### src/cpu_pkg.sv
/*
 * core micro-architecture definitions
 * ram sizes, alu operations, run states and forwarding selects
 */
package cpu_pkg;

	localparam int IRAM_AW = 10; // word address
	localparam int DRAM_AW = 10;

	typedef logic [31:2] pc_t;

	typedef enum logic [3:0] {
		ALU_ADD,
		ALU_SUB,
		ALU_SLL,
		ALU_SLT,
		ALU_SLTU,
		ALU_XOR,
		ALU_SRL,
		ALU_SRA,
		ALU_OR,
		ALU_AND
	} alu_op_e;

	typedef enum logic {
		ST_IDLE,
		ST_RUN
	} run_state_e;

	// operand source for ex
	localparam logic [1:0] FWD_RF = 2'd0;
	localparam logic [1:0] FWD_MA = 2'd1;
	localparam logic [1:0] FWD_WB = 2'd2;

endpackage

### src/cpu_status.sv
/*
 * run control of the core
 * idle/run state, start address latch, halt and quit
 */
module cpu_status import cpu_pkg::*; (
	input logic clk,
	input logic i_arst_n,
	input logic i_cpu_start,
	input logic i_quit_cmd,
	input pc_t i_start_adr,
	input logic i_halt,
	output logic o_cpu_run_state,
	output logic o_pc_start,
	output pc_t o_start_adr_lat,
	output logic o_rst_pipe
);
	run_state_e state;

	always_ff @(posedge clk or negedge i_arst_n) begin
		if (!i_arst_n) begin
			state <= ST_IDLE;
			o_pc_start <= 1'b0;
		end else begin
			o_pc_start <= 1'b0;
			case (state)
				ST_IDLE: if (i_cpu_start) begin
					state <= ST_RUN;
					o_pc_start <= 1'b1; // first fetch cycle
				end
				default: if (i_halt || i_quit_cmd)
					state <= ST_IDLE;
			endcase
		end
	end

	always_ff @(posedge clk) begin
		if (state == ST_IDLE && i_cpu_start)
			o_start_adr_lat <= i_start_adr;
	end

	assign o_cpu_run_state = (state == ST_RUN);
	assign o_rst_pipe = (state == ST_IDLE); // pipe held empty while idle

endmodule

### config.mk
export PLATFORM = sky130hd
export DESIGN_NAME = cpu_status
export DESIGN_NICKNAME = d
export VERILOG_FILES = /design/src/cpu_pkg.sv /design/src/cpu_status.sv
export SDC_FILE = /design/constraint.sdc
export NUM_CORES = 1
export LEC_CHECK = 0
export BUFFER_PORTS_ARGS = -buffer_cell sky130_fd_sc_hd__buf_2
export CORE_UTILIZATION = 42
export DETAILED_ROUTE_END_ITERATION = 10
export PLACE_DENSITY_LB_ADDON = 0.2
export SYNTH_ARGS = -nofsm -noshare
export SYNTH_HDL_FRONTEND = slang
export SYNTH_SLANG_ARGS = --single-unit
### constraint.sdc
create_clock -name clk -period 5.1 [get_ports clk]
set_clock_uncertainty 0.05 [all_clocks]
set_input_delay 0.255 -clock clk [delete_from_list [all_inputs] [get_ports clk]]
set_output_delay 0.255 -clock clk [all_outputs]
set_load 0.02 [all_outputs]
Yosys cells after proc, flatten, opt, wreduce, memory -nomap -nowiden:

Cells that the tools add are included.

* flip-flop bits (word level): 32
* input bits: 35
* output and inout port bits: 33
* logic and storage cells: 10

* multiplexer cells: 4
* bitwise logic cells: 1
* reduce and logical (&&, ||, !) cells: 2

Operators with widths (number)
* $mux W1: 4
* $logic_and A1 B1 Y1: 1
* $logic_or A1 B1 Y1: 1
* $not A1 Y1: 1

Depth between registers and ports, before layout:

* word-level depth: 3
* mapped depth: 2
* gate-level depth less buffers: 2

Worst setup path after synthesis:

Ideal clock, no wire load.

* kind: register -> register
* from: reg state, in the netlist o_cpu_run_state
* to: reg o_start_adr_lat[0] (enable)
* library setup time: 0.395 ns
* arrival: 1.351 ns
* required time: 4.655 ns
* path slack: 3.305 ns
* stages on the path, launching flop included: 2
* path buffers: 0
* clock period less this slack: 1.795 ns
* path through: dfrtp_1 nor2b_2

* longest elaborated chain between the ends: 2

RTL lines
* from (decl): line cpu_status.sv:17 `run_state_e state;`
* from (signal assigned): line cpu_status.sv:21 `state <= ST_IDLE;`
* from (signal assigned): line cpu_status.sv:27 `state <= ST_RUN;`
* from (signal assigned): line cpu_status.sv:31 `state <= ST_IDLE;`
* $not A1 Y1
* $logic_and A1 B1 Y1: line cpu_status.sv:37 `if (state == ST_IDLE && i_cpu_start)`
* to (signal assigned): line cpu_status.sv:38 `o_start_adr_lat <= i_start_adr;`
* to (decl): line cpu_status.sv:14 `output pc_t o_start_adr_lat,`

Every way passes these cells.
A chain may end at the register's enable or synchronous reset.

Final worst setup path:

* from: reg state, in the netlist o_cpu_run_state
* to: reg o_start_adr_lat[11] (enable)

Same word-level chain as after synthesis.

==> flow_summary.ini <==
[die]
die_w_um = 50.2
fp.coreArea_um2 = 2190
initial_core_util = 0.445
io_pins = 68
die_area_um2 = 2520
rows = 17
die_h_um = 50.2

[synthesis]
postSynthCellCount = 36
ys_seq_area_frac = 0.976
yosys_warnings = 0
synth.area.mux_share = 0
mappedNetlistNets = 71
syn_area_per_cell_um2 = 27.1
synth_compound_area_frac = 0.00770
synth_top_family_by_area = simple AND/OR/NAND/NOR gates
synthSimpleGateAreaFrac = 0.0128
synth_area_leaders = edfxtp_1, dfrtp_1, nor2b_2, a21o_1, inv_1
synth_cell_types = 6
synth_xor_xnor_area_share = 0
yosysTopAreaCellShare = 0.924
synthAdderAreaFrac = 0
ys_ff_latch = 32
synth_top_area_cell = edfxtp_1
synthesis.area_um2 = 975

[grt]
antenna_found_initial = 0
grt_overflow_total = 0
grt_max_degree = 33
grt_pass1_vias = 548
grt_pass1_wl_um = 2330
grtUsageTotal = 0.142

[sta]
finalMaxSlewViolations = 0
finalSetupViolations = 0
fmax_mhz = 780
slew_headroom = 0.757
fin_tns_setup_ps = 0
rsz0062_at_grt = false
finalHoldViolations = 0
fin_crit_sh = 0.251
min_period_ps = 1280
tightest_slew_ps = 365

[clock_tree]
clock-root-buffer = clkbuf_4
cts_made_buffers = 5
cts_tree = done
cts.sinks = 32
clock_path_buffers = 2
worstSkewPairLatency_ps = 310
h-tree-depth = 2
clkTransAtPathRegs_ps = 90
postCtsSetupBuffers = 0

[placed_design]
place_area_um2 = 1350
portBuffers = 67
gp_congestion = 0.685

[cells_and_area]
nets = 147
n_antenna_cell = 0
fin_area_um2 = 1420
syn2layout_area_growth_pct = 45.8
drive_gt1_frac = 0.664
most-common-layout-cells = buf_2, edfxtp_1, clkbuf_4
final_common_cell = buf_2

[route]
via_count = 605
avgViaCountPerCell = 4.29
ant_nets = 0
drc = 0
drt_iter0_drc = 6
routed_wl_um = 1630
drtPass1Iterations = 4
wire_per_inst_um = 11.6

[setup_path]
required_ps = 5020
critical_path_class = register to register
cp_data_arrival_time_ps = 1200
startpoint = o_cpu_run_state
start_kind = register
path_max_fanout = 32
r2r_cells = 2
reg2reg_slack_ps = 3820
rr_startpoint = o_cpu_run_state
crit_path_end_kind = register

[power_and_ir_drop]
clkPwrFrac = 0.272
ir_drop_mv = 0.239
seq_power_share = 0.609
pwr_density_cell_nw_per_um2 = 361
cellInternalPower_mw = 0.398
combPwrFrac = 0.119
p_leak_nw = 0.633
power.switching_mw = 0.115
swShare = 0.224

[job]
timing.max_cap.violations = 0

[worst_hold_path]
hold_class = input port to register
holdCritStartpoint = i_start_adr[20]
whs_path_depth = 1

[run_status]
status = complete, no violations
critical path, cell delays in order, from the launching register on:
cell and delay [ps]:
dfrtp_1 420, nor2b_2 120, buf_4 350
per-stage QoR:
stage / worst slack (ps) / hold slack (ps) / total power [mW] / util / cells
final: 3820 / 60.9 / 0.513 / 0.649 / 141
after detailed placement: 3840 / -3.91 / 0.380 / 0.617 / 132
after floorplan: 3300 / -90.6 / 0.349 / - / 36
after global placement: 3860 / -7.74 / 0.379 / 0.617 / 132
after CTS: 3810 / 47.5 / 0.518 / 0.649 / 141
after global routing: 3720 / 36.8 / 0.533 / 0.649 / 141
path summary, 6_finish.rpt:
| check | end |
|---|---|
| worst min register to register | o_cpu_run_state |
| worst max-delay path | o_start_adr_lat[11] |
| min in group asynchronous | o_pc_start |
| worst min-delay path | o_start_adr_lat[20] |
| max in group asynchronous | o_cpu_run_state |
| worst max register to register | o_start_adr_lat[11] |
layer usage:
| metal | vias up | track usage | part of all wire | wire length [µm] |
|---|---|---|---|---|
| li1 | 293 | - | - | - |
| met5 | - | 0 | 0 | 0 |
| met4 | 0 | 0.0857 | 0.012 | 19 |
| met1 | 267 | 0.134 | 0.32 | 526 |
| met3 | 3 | 0.0606 | 0.11 | 179 |
| met2 | 42 | 0.249 | 0.56 | 906 |
synth_stat cells (all sizes together):
cell and instances:
edfxtp 30, dfrtp 2, a21o 1, inv 1, nor2 1, nor2b 1
power groups by stage:
stage               clock, mW  sequential, mW  combinational (mW)
floorplan                   0           0.341             0.00854
global placement            0           0.318              0.0607
detailed placement          0           0.319              0.0611
CTS                     0.144           0.313              0.0617
global route            0.154           0.314              0.0656
finish                  0.140           0.312              0.0610
final cells by class:
class / count / area, µm²
tap: 28 / 35.0
multi-input combinational: 3 / 20.0
sequential: 32 / 951
inverter: 1 / 3.75
timing repair buffer: 69 / 353
clock buffer: 8 / 58.8
fill: 171 / 769
flip-flops by register name, summed over array words and instances (netlist names):
register	count
o_pc_start	1
o_cpu_run_state	1
o_start_adr_lat	30
cells by family after synthesis:
kind of cell           Yosys count
buffers and inverters            1
AO/OA/AOI/OAI                    1
AND/OR/NAND/NOR                  2
flip-flops                      32
repair_timing:
item,in CTS,in global routing
endpoints found under the hold margin,2,0
gates resized for setup,0,0
hold buffers,1,0
Note: power is estimated with default switching activity, not from simulation.
