File: src/cpu_pkg.sv
/*
 * core micro-architecture definitions
 * ram sizes, alu operations, run states and forwarding selects
 */
package cpu_pkg;

	localparam int IRAM_AW = 10; // word address
	localparam int DRAM_AW = 10;

	typedef logic [31:2] pc_t;

	typedef enum logic [3:0] {
		ALU_ADD,
		ALU_SUB,
		ALU_SLL,
		ALU_SLT,
		ALU_SLTU,
		ALU_XOR,
		ALU_SRL,
		ALU_SRA,
		ALU_OR,
		ALU_AND
	} alu_op_e;

	typedef enum logic {
		ST_IDLE,
		ST_RUN
	} run_state_e;

	// operand source for ex
	localparam logic [1:0] FWD_RF = 2'd0;
	localparam logic [1:0] FWD_MA = 2'd1;
	localparam logic [1:0] FWD_WB = 2'd2;

endpackage

File: src/rv32i_pkg.sv
/*
 * rv32i instruction set definitions
 * major opcodes, function codes and field positions
 */
package rv32i_pkg;

	localparam int XLEN = 32;
	localparam int REG_AW = 5;

	// instruction field positions
	localparam int RD_LSB = 7;
	localparam int F3_LSB = 12;
	localparam int RS1_LSB = 15;
	localparam int RS2_LSB = 20;
	localparam int F7_ALT_BIT = 30; // selects sub and sra

	typedef enum logic [6:0] {
		OPC_OP     = 7'b0110011,
		OPC_OP_IMM = 7'b0010011,
		OPC_LUI    = 7'b0110111,
		OPC_AUIPC  = 7'b0010111,
		OPC_LOAD   = 7'b0000011,
		OPC_STORE  = 7'b0100011,
		OPC_BRANCH = 7'b1100011,
		OPC_JAL    = 7'b1101111,
		OPC_JALR   = 7'b1100111,
		OPC_SYSTEM = 7'b1110011
	} opcode_e;

	// alu funct3
	localparam logic [2:0] F3_ADD  = 3'b000;
	localparam logic [2:0] F3_SLL  = 3'b001;
	localparam logic [2:0] F3_SLT  = 3'b010;
	localparam logic [2:0] F3_SLTU = 3'b011;
	localparam logic [2:0] F3_XOR  = 3'b100;
	localparam logic [2:0] F3_SR   = 3'b101;
	localparam logic [2:0] F3_OR   = 3'b110;
	localparam logic [2:0] F3_AND  = 3'b111;
	localparam logic [2:0] F3_WORD = 3'b010; // lw and sw

	// branch funct3
	localparam logic [2:0] F3_BEQ  = 3'b000;
	localparam logic [2:0] F3_BNE  = 3'b001;
	localparam logic [2:0] F3_BLT  = 3'b100;
	localparam logic [2:0] F3_BGE  = 3'b101;
	localparam logic [2:0] F3_BLTU = 3'b110;
	localparam logic [2:0] F3_BGEU = 3'b111;

endpackage
File: src/forwarding.sv
/*
 * hazard unit
 * operand source selects for ex and the load-use stall
 */
module forwarding import rv32i_pkg::*, cpu_pkg::*; (
	input logic clk,
	input logic i_arst_n,
	input logic [REG_AW-1:0] i_rs1_adr,
	input logic [REG_AW-1:0] i_rs2_adr,
	input logic i_rs1_used,
	input logic i_rs2_used,
	input logic [REG_AW-1:0] i_ex_rd,
	input logic i_ex_we,
	input logic i_ex_ld,
	input logic [REG_AW-1:0] i_ma_rd,
	input logic i_ma_we,
	output logic [1:0] o_fwd_rs1,
	output logic [1:0] o_fwd_rs2,
	output logic o_stall
);
	logic ld_hit1, ld_hit2;

	// ex now is ma next cycle, ma now is write-back next cycle
	function automatic logic [1:0] fwd_sel(input logic used, input logic [REG_AW-1:0] adr);
		if (!used || adr == '0)
			return FWD_RF;
		else if (i_ex_we && i_ex_rd == adr)
			return FWD_MA;
		else if (i_ma_we && i_ma_rd == adr)
			return FWD_WB;
		else
			return FWD_RF;
	endfunction

	always_ff @(posedge clk or negedge i_arst_n) begin
		if (!i_arst_n) begin
			o_fwd_rs1 <= FWD_RF;
			o_fwd_rs2 <= FWD_RF;
		end else begin
			o_fwd_rs1 <= fwd_sel(i_rs1_used, i_rs1_adr);
			o_fwd_rs2 <= fwd_sel(i_rs2_used, i_rs2_adr);
		end
	end

	assign ld_hit1 = i_rs1_used && i_rs1_adr == i_ex_rd;
	assign ld_hit2 = i_rs2_used && i_rs2_adr == i_ex_rd;
	assign o_stall = i_ex_ld && i_ex_we && i_ex_rd != '0 && (ld_hit1 || ld_hit2);

endmodule

File: config.mk
export PLATFORM = sky130hd
export DESIGN_NAME = forwarding
export DESIGN_NICKNAME = d
export VERILOG_FILES = /design/src/cpu_pkg.sv /design/src/rv32i_pkg.sv /design/src/forwarding.sv
export SDC_FILE = /design/constraint.sdc
export NUM_CORES = 1
export LEC_CHECK = 0
export ABC_AREA = 0
export BUFFER_PORTS_ARGS = -buffer_cell sky130_fd_sc_hd__buf_2
export CAP_MARGIN = 20
export CORE_AREA = 4 4 41 43
export DETAILED_ROUTE_END_ITERATION = 6
export DIE_AREA = 0 0 45 47
export PLACE_DENSITY = 0.7
export SYNTH_ARGS = -nofsm -noshare
export SYNTH_HDL_FRONTEND = slang
export SYNTH_SLANG_ARGS = --single-unit
File: constraint.sdc
create_clock -name clk -period 0.8 [get_ports clk]
set_input_delay 0 -clock clk [delete_from_list [all_inputs] [get_ports clk]]
set_output_delay 0 -clock clk [all_outputs]
set_load 0.05 [all_outputs]
# After elaboration in Yosys (flattened, before gate mapping)
# Cells that the tools add are included.
[classes] n_eq_ne=6 mux=6 reduce_logical=17
[ops] operator="equality test 5 bit" n=6
[ops] operator="two-way mux 2 bit" n=6
[ops] operator="logical NOT 5 bit" n=2
[ops] operator="logical AND 1 bit" n=9
[ops] operator="nonzero test 5 bit" n=1
[ops] operator="logical OR 1 bit" n=3
[ops] operator="logical NOT 1 bit" n=2
[totals] regBits=4 out_inout_bits=5 word_cells=31

# Depth between registers and ports, before layout
# Gate-level depths: netlist of run 1.
[logic_depth] ltp_word=5 mapped_depth=4 depth_no_buf=4

# Worst setup path after synthesis of run 1
# No wires, ideal clock.
[synth_timing] path_type="input to output" start="input port i_rs1_adr[1]" end="output port o_stall" arrival_time_ns=0.945 path_slack_ns=-0.145 cell_stages=4 cell_sequence="xnor2_1 nand3_1 o22ai_1 o2111a_1"
[synth_via] elab_chain_len=4
[synth_rtl] element="start, declared" line_no="forwarding.sv:8" rtl="input logic [REG_AW-1:0] i_rs1_adr,"
[synth_rtl] element="equality test 5 bit" line_no="forwarding.sv:45" rtl="assign ld_hit1 = i_rs1_used && i_rs1_adr == i_ex_rd;"
[synth_rtl] element="logical AND 1 bit" line_no="forwarding.sv:45"
[synth_rtl] element="logical OR 1 bit" line_no="forwarding.sv:47" rtl="assign o_stall = i_ex_ld && i_ex_we && i_ex_rd != '0 && (ld_hit1 || ld_hit2);"
[synth_rtl] element="logical AND 1 bit" line_no="forwarding.sv:47"
[synth_rtl] element="end, declared" line_no="forwarding.sv:19" rtl="output logic o_stall"
# Every way passes these cells.

# Final worst setup path of run 1
[layout_timing] start="input port i_ex_rd[1]" end="output port o_stall"
[layout_via] elab_chain_len=4
[layout_rtl] element="start, declared" line_no="forwarding.sv:12" rtl="input logic [REG_AW-1:0] i_ex_rd,"
[layout_rtl] element="equality test 5 bit, on equally long branches" line_no="forwarding.sv:45, forwarding.sv:46"
[layout_rtl] element="logical AND 1 bit, on equally long branches" line_no="forwarding.sv:45, forwarding.sv:46"
[layout_rtl] element="logical OR 1 bit" line_no="forwarding.sv:47"
[layout_rtl] element="logical AND 1 bit (*)" line_no="forwarding.sv:47"
# Mark *: on every way between the ends. The rest lies on a longest branch, timed or not.

==> results of run 1 <==
kinds of logic (layout without fill, tap and decap cells):
| family | after synthesis | in the layout | synth area share |
|---|---|---|---|
| compound gates | 5 | 5 | 0.123 |
| xor+xnor | 20 | 20 | 0.392 |
| simple gates | 19 | 19 | 0.261 |
| flops | 4 | 4 | 0.224 |
| buf+inv | 0 | 45 | 0 |
timing repair:
item,CTS,global route
setup endpoints to repair,5,4
pin swaps,0,8
endpoints found under the hold margin,4,0
resized for setup,6,15
setup buffers,0,0
hold buffers,1,0
through the flow:
step           worst slack, ns  utilization  hold WS (ns)  power [mW]
2_1_floorplan          -0.0689            -        -0.296       0.347
3_3_place_gp            -0.277        0.538        -0.197       0.523
3_5_place_dp            -0.288        0.538        -0.193       0.530
4_1_cts                 -0.246        0.576       0.00842       0.795
5_1_grt                 -0.286        0.624        0.0239       0.869
6_report                -0.247        0.624        0.0181       0.806
sequential cells by signal, indices dropped and copies added (netlist names):
| register | cells |
|---|---|
| o_fwd_rs2 | 2 |
| o_fwd_rs1 | 2 |
where the power goes:
group          internal (mW)  switching [mW]
clock network          0.167          0.0760
registers              0.205        0.000593
logic                  0.193           0.164
per-layer routing:
metal / GRT usage / up-vias / part of all wire
met1: 0.139 / 243 / 0.36
met5: 0 / - / 0
met4: 0.0877 / 0 / 0.025
met3: 0.0115 / 4 / 0.10
met2: 0.212 / 33 / 0.51
li1: - / 266 / -
cell usage in the layout, fill, tap and decap left out, drive strengths merged:
cell type and count:
o21ai 2, xor2 8, nand3 8, o2111a 1, nor3 3, a211oi 1, dlygate4sd3 1, buf 41
nand2 1, nor2 2, nor4 2, or4 3, xnor2 12, o22ai 1, clkbuf 3, dfrtp 4
layout make-up:
class | instances | area [sq um] | area share
multi-input combinational | 44 | 382 | 0.470
timing repair buffer | 42 | 289 | 0.356
sequential | 4 | 100 | 0.123
clock buffer | 3 | 22.5 | 0.0277
tap | 15 | 18.8 | 0.0231
how the worst max path moves through the flow:
stage,endpoint,slack [ns]
3_3_place_gp,o_stall,-0.28
2_1_floorplan,o_stall,-0.07
6_report,o_stall,-0.25
5_1_grt,o_stall,-0.29
3_5_place_dp,o_stall,-0.29
4_1_cts,o_stall,-0.25
==> impl_metrics.tcl, run 1 <==
set metrics [dict create \
    synthDistinctLibCells 17 \
    crit_start "i_ex_rd[1]" \
    synth_top_area_share 0.235 \
    track_usage 0.122 \
    initial_core_util 0.343 \
    cp_num_buf_inv 2 \
    setup_viol 1 \
    dieArea_sq_mm 0.00212 \
    synth_async_sr_flop_share 1.00 \
    ys.flop_type "dfrtp_1" \
    gp_congestion 0.747 \
    ys.warnings.count 0 \
    cts_max_path_buffers 2 \
    cp_top_family "simple AND/OR/NAND/NOR gates" \
    layout-drive-gt1-share 0.602 \
    drc 0 \
    power_density_mw_per_mm2 992 \
    clkTransAtPathRegs_ns 0.04 \
    dp_cells 104 \
    final_area_sq_um 812 \
    critPathKind "input pin to output port" \
    drt_iter0_drc 2 \
    synth_edf_count 0 \
    fin_nets 122 \
    pin_count 32 \
    critPathArrivalTime_ns 1.05 \
    power.leakage_nw 0.356 \
    overflow 0 \
    crit_fanout 3 \
    rsz0062_at_grt "true" \
    slowest_delay_ns 0.51 \
    clock_sinks 4 \
    place_area_sq_um 701 \
    detail-route-antenna-nets 0 \
    wl_per_cell_um 12.1 \
    violations "negative setup slack" \
    diodes 0 \
    core-area_sq_mm 0.00130 \
    maxSlewViolCount 0 \
    row_count 13 \
    grt_max_degree 5 \
    grt_pass1_wl_um 1860 \
    cts-root-buf "clkbuf_4" \
    whs_path_depth 2 \
    tightest_slew_ns 0.211 \
    synthesis.area_sq_um 447 \
    cts_tree "done" \
    synth_area_leader_cell "xnor2_1" \
    syn-num-nets 75 \
    min_period_ns 1.05 \
    min_from "i_ex_we" \
    first_pass_iters 4 \
    synth.avg_cell_area_sq_um 9.31 \
    die_w_um 45 \
    whs_endpoint "o_fwd_rs1[1]" \
    routed_wl_um 1310 \
    antenna_found_initial 0 \
    area_delta_synth_final_pct 81.8 \
    htree_levels 1 \
    cp.required_ns 0.80 \
    synth_common_cells "12 x xnor2_1, 8 x nand3_1, 8 x xor2_1, 4 x dfrtp_1" \
    period_share 1.31 \
    worst_setup_path_start_kind "input pin" \
    crit_top_cell "buf_8" \
    portBuffers 31 \
    min_path_type "input pin to flop" \
    crit_cells 4 \
    max_slew_margin 0.858 \
    critPathCaptureType "output port" \
    fin_cells 108 \
    ys_seq_elements 4 \
    ys_seq_area_frac 0.224 \
    cp_cell_sequence "buf_8 -> or4_4 -> o2111a_2 -> buf_8" \
    synth_area_leaders "xnor2_1 24%, dfrtp_1 22%, xor2_1 16%, nand3_1 9.0%, o21ai_4 3.6%" \
    viasPerCell 5.06 \
    worst_slack_ns -0.247 \
    hpwl_um 1120 \
    vias 546 \
    grt_pass1_vias 490 \
    outcome "finished, violations left" \
    fillers 117 \
    yosysMostFrequentCell "xnor2_1" \
    fmax_mhz 955 \
    hold_violations 0 \
    die_y_um 47 \
    crit_slowest_cell "or4_4" \
    cap_viol_max_count 0 \
    numCtsBuffers 3 \
    fin_setup_tns_ns -0.247 \
    synthCells 48 \
    peakVddDrop_uv 413 \
]
No activity file was read; power rests on OpenSTA's default activity.
==> run 2: changes to the inputs <==
REMOVE_ABC_BUFFERS = 1   (was unset)
==> run 2 against run 1 <==
  * The run still ends with negative setup slack left
  * Sequential cell count stayed put
  * Worst hold slack got worse by 0.0081 ns
  * Worst setup slack improved by 0.017 ns
  * Cell area rose by 3.9%
  * Critical endpoint unchanged
  * Fmax up 1.6%
  * Routed wire length rose by 5.2%
  * Non-clock buffer count rose by 2
==> impl_metrics.tcl, run 2 (same netlist as run 1, synthesis figures left out) <==
set metrics [dict create \
    maxSlewViolCount 0 \
    core-area_sq_mm 0.00130 \
    die_w_um 45 \
    power_density_mw_per_mm2 986 \
    min_period_ns 1.03 \
    fin_cells 110 \
    area_delta_synth_final_pct 88.8 \
    routed_wl_um 1370 \
    hold_violations 0 \
    crit_fanout 3 \
    grt_pass1_wl_um 1950 \
    cts_setup_buffers 0 \
    cp_cell_sequence "buf_8 -> or4_4 -> o2111a_1 -> buf_6" \
    critPathCaptureType "output port" \
    max_slew_margin 0.848 \
    drc 0 \
    drt_iter0_drc 2 \
    outcome "finished, violations left" \
    fin_setup_tns_ns -0.230 \
    first_pass_iters 2 \
    period_share 1.29 \
    min_path_type "input pin to flop" \
    fin_nets 124 \
    cp_top_family "simple AND/OR/NAND/NOR gates" \
    cp_num_buf_inv 2 \
    vias 538 \
    dieArea_sq_mm 0.00212 \
    critPathCapture "o_stall" \
    setup_viol 1 \
    layout_commonest_cell "buf_2" \
    pin_count 32 \
    slowest_delay_ns 0.52 \
    numCtsBuffers 3 \
    dp_cells 106 \
    peakVddDrop_uv 430 \
    clock_sinks 4 \
    cp.required_ns 0.80 \
    grt_max_degree 5 \
    crit_cells 4 \
    power_mw 0.831 \
    detail-route-antenna-nets 0 \
    power.leakage_nw 0.378 \
    worst_slack_ns -0.230 \
    wl_per_cell_um 12.5 \
    cts_max_path_buffers 2 \
    row_count 13 \
    clkTransAtPathRegs_ns 0.03 \
    die_y_um 47 \
    final_core_util 0.648 \
    grt_pass1_vias 507 \
    viasPerCell 4.89 \
    diodes 0 \
    portBuffers 31 \
    initial_core_util 0.343 \
    violations "negative setup slack" \
    critPathKind "input pin to output port" \
    crit_slowest_cell "or4_4" \
    tightest_slew_ns 0.226 \
    layout-drive-gt1-share 0.611 \
    final_cell_mix "20 x buf_2, 16 x buf_4, 11 x xnor2_1" \
    overflow 0 \
    crit_start "i_ex_rd[4]" \
    critPathArrivalTime_ns 1.03 \
    hpwl_um 1210 \
    antenna_found_initial 0 \
    rsz0062_at_grt "true" \
    top_regs "o_fwd_rs1 (2), o_fwd_rs2 (2)" \
    htree_levels 1 \
    cts_tree "done" \
    cap_viol_max_count 0 \
    holdWs_ns 0.00997 \
    cts-root-buf "clkbuf_4" \
    gp_congestion 0.798 \
    fmax_mhz 971 \
    fillers 114 \
    worst_setup_path_start_kind "input pin" \
    track_usage 0.131 \
]
run 2: changes by cell type in the layout (fill, tap and decap cells not counted):
cell,delta
buf_2,-2
o2111a_2,-1
xor2_1,+1
buf_4,+2
xnor2_1,-1
nor3_2,+1
o2111a_1,+1
buf_6,+2
xor2_2,-1
xnor2_2,+1
nor3_1,-1
run 2: where the power goes:
part / internal (mW) / leakage, nW / switching (mW) / total, mW
clock: 0.167 / 0.0138 / 0.0763 / 0.244
sequential: 0.205 / 0.0558 / 0.000537 / 0.206
combinational: 0.213 / 0.309 / 0.169 / 0.382
total: 0.585 / 0.378 / 0.246 / 0.831
run 2: routing by layer:
| layer | GRT usage | vias up | routed length, um |
|---|---|---|---|
| li1 | - | 269 | - |
| met1 | 0.141 | 240 | 495 |
| met2 | 0.246 | 29 | 729 |
| met3 | 0.0192 | 0 | 148 |
| met4 | 0.0702 | 0 | 0 |
| met5 | 0 | - | 0 |
run 2: stage by stage:
stage / worst slack, ns / instance area (sq um)
6_report: -0.230 / 843
4_1_cts: -0.245 / 777
5_1_grt: -0.236 / 843
3_3_place_gp: -0.289 / 711
2_1_floorplan: -0.145 / 447
3_5_place_dp: -0.298 / 711
run 2: repair_timing:
item | 4_1_cts | 5_1_grt
hold buffers | 1 | 0
setup endpoints to repair | 4 | 5
gates resized for setup | 11 | 17
endpoints found under the hold margin | 4 | 0
pin swaps | 2 | 8
cloned | 0 | 0
run 2: how the worst min path moves through the flow:
stage / from / end / depth (start not counted)
2_1_floorplan: i_arst_n / o_fwd_rs1[0] / 0
3_3_place_gp: i_arst_n / o_fwd_rs1[1] / 1
3_5_place_dp: i_arst_n / o_fwd_rs2[1] / 1
4_1_cts: i_ex_we / o_fwd_rs1[1] / 2
5_1_grt: i_ex_we / o_fwd_rs1[1] / 2
6_report: i_ex_we / o_fwd_rs1[1] / 2
run 2: area by class of cell:
cell class,count,area [sq um],share of cell area
clock buffer,3,22.5,0.0267
tap,15,18.8,0.0223
multi-input combinational,44,385,0.457
sequential,4,100,0.119
timing repair buffer,44,317,0.375
==> run 3: changes to the inputs <==
PLACE_DENSITY = 0.74   (was 0.7)
==> run 3 against run 2 <==
  * The flow still finishes with violations (negative setup slack)
  * Worst setup slack worse by 0.035 ns
  * Cell area rose by 2.8%
  * Combinational power grew 5.8%
  * Count of clock-buffer cells in the layout stayed put
  * Clock power increased by 2%
  * Critical endpoint unchanged
  * Cell count up 1.8%
  * Critical path type unchanged
==> impl_metrics.tcl, run 3 (same netlist as run 1, synthesis figures left out) <==
set metrics [dict create \
    cts-root-buf "clkbuf_4" \
    crit_slowest_cell "or4_4" \
    crit_fanout 3 \
    final_core_util 0.666 \
    setup_viol 3 \
    htree_levels 1 \
    clkTransAtPathRegs_ns 0.03 \
    drt_iter0_drc 3 \
    first_pass_iters 3 \
    violations "negative setup slack" \
    track_usage 0.146 \
    dp_cells 107 \
    period_share 1.33 \
    row_count 13 \
    peakVddDrop_uv 424 \
    rsz0062_at_grt "true" \
    max_slew_margin 0.856 \
    viasPerCell 5.04 \
    hpwl_um 1290 \
    area_delta_synth_final_pct 94.1 \
    drc 0 \
    die_w_um 45 \
    grt_pass1_vias 579 \
    cts_tree "done" \
    cp.required_ns 0.80 \
    fin_nets 126 \
    cp_top_family "simple AND/OR/NAND/NOR gates" \
    pin_count 32 \
    wl_per_cell_um 13.7 \
    detail-route-antenna-nets 0 \
    worst_slack_ns -0.265 \
    fin_setup_tns_ns -0.289 \
    power.leakage_nw 0.392 \
    portBuffers 31 \
    cts_max_path_buffers 2 \
    slowest_delay_ns 0.52 \
    critPathCaptureType "output port" \
    layout-drive-gt1-share 0.670 \
    antenna_found_initial 0 \
    die_y_um 47 \
    cp_num_buf_inv 2 \
    initial_core_util 0.343 \
    min_path_type "input pin to flop" \
    place_area_sq_um 718 \
    vias 565 \
    maxSlewViolCount 0 \
    critPathArrivalTime_ns 1.07 \
    cp_cell_sequence "buf_8 -> or4_4 -> o2111a_1 -> buf_6" \
    preCtsSetupSlack_ns -0.303 \
    clock_sinks 4 \
    final_area_sq_um 867 \
    critPathKind "input pin to output port" \
    fmax_mhz 939 \
    numCtsBuffers 3 \
    outcome "finished, violations left" \
    fillers 110 \
    diodes 0 \
    fin_cells 112 \
    grt_pass1_wl_um 2210 \
    hold_violations 0 \
    tightest_slew_ns 0.214 \
    grt_max_degree 5 \
    gp_congestion 0.836 \
    final_cell_mix "24 x buf_2, 17 x buf_4, 9 x xnor2_1" \
    top_regs "o_fwd_rs1 (2), o_fwd_rs2 (2)" \
    dieArea_sq_mm 0.00212 \
    min_period_ns 1.07 \
    overflow 0 \
    core-area_sq_mm 0.00130 \
    worst_setup_path_start_kind "input pin" \
    cap_viol_max_count 0 \
    routed_wl_um 1540 \
    layout_commonest_cell "buf_2" \
    power_density_mw_per_mm2 992 \
]
[run 3: cell count changes in the layout (fill, tap and decap cells not counted), moves of 2 or more]
cell and change:
buf_2 +4, buf_6 -2, xnor2_1 -2, xnor2_2 +2
[run 3: metrics by stage]
stage / power [mW] / hold WS [ns]
after global routing: 0.921 / 0.00940
after detailed placement: 0.548 / -0.190
after floorplan: 0.346 / -0.296
final: 0.860 / 0.00668
after CTS: 0.821 / 0.00244
after global placement: 0.536 / -0.196
[run 3: path summary, 6_finish.rpt]
check | startpoint | to | depth (start not counted)
max in group asynchronous | i_arst_n | o_fwd_rs1[1] | 2
worst max-delay path | i_ex_rd[1] | o_stall | 4
min in group asynchronous | i_arst_n | o_fwd_rs2[0] | 2
worst min-delay path | i_ex_we | o_fwd_rs1[1] | 2
[run 3: final cells by class]
| type | count | area [sq um] | area share |
|---|---|---|---|
| multi-input combinational | 44 | 419 | 0.483 |
| timing repair buffer | 46 | 307 | 0.354 |
| sequential | 4 | 100 | 0.115 |
| clock buffer | 3 | 22.5 | 0.0260 |
| tap | 15 | 18.8 | 0.0216 |
[run 3: repair_timing]
item,in CTS,in global routing
setup endpoints to repair,4,5
resized for setup,11,15
hold endpoints to repair,4,0
hold buffers,1,0
pin swaps,2,5
buffers inserted,0,1
[run 3: routing by layer]
layer  vias to the layer above  routed length [um]  GRT usage
met2                        31                 842      0.288
met4                         0                  21     0.0877
li1                        272                   -          -
met5                         -                   0          0
met3                         2                 174     0.0268
met1                       260                 497      0.139
[run 3: where the power goes]
group	leakage (nW)	switching, mW	total (mW)	internal (mW)
clock	0.0138	0.0821	0.250	0.168
sequential	0.0558	0.000613	0.206	0.205
combinational	0.322	0.189	0.404	0.215
total	0.392	0.272	0.860	0.588
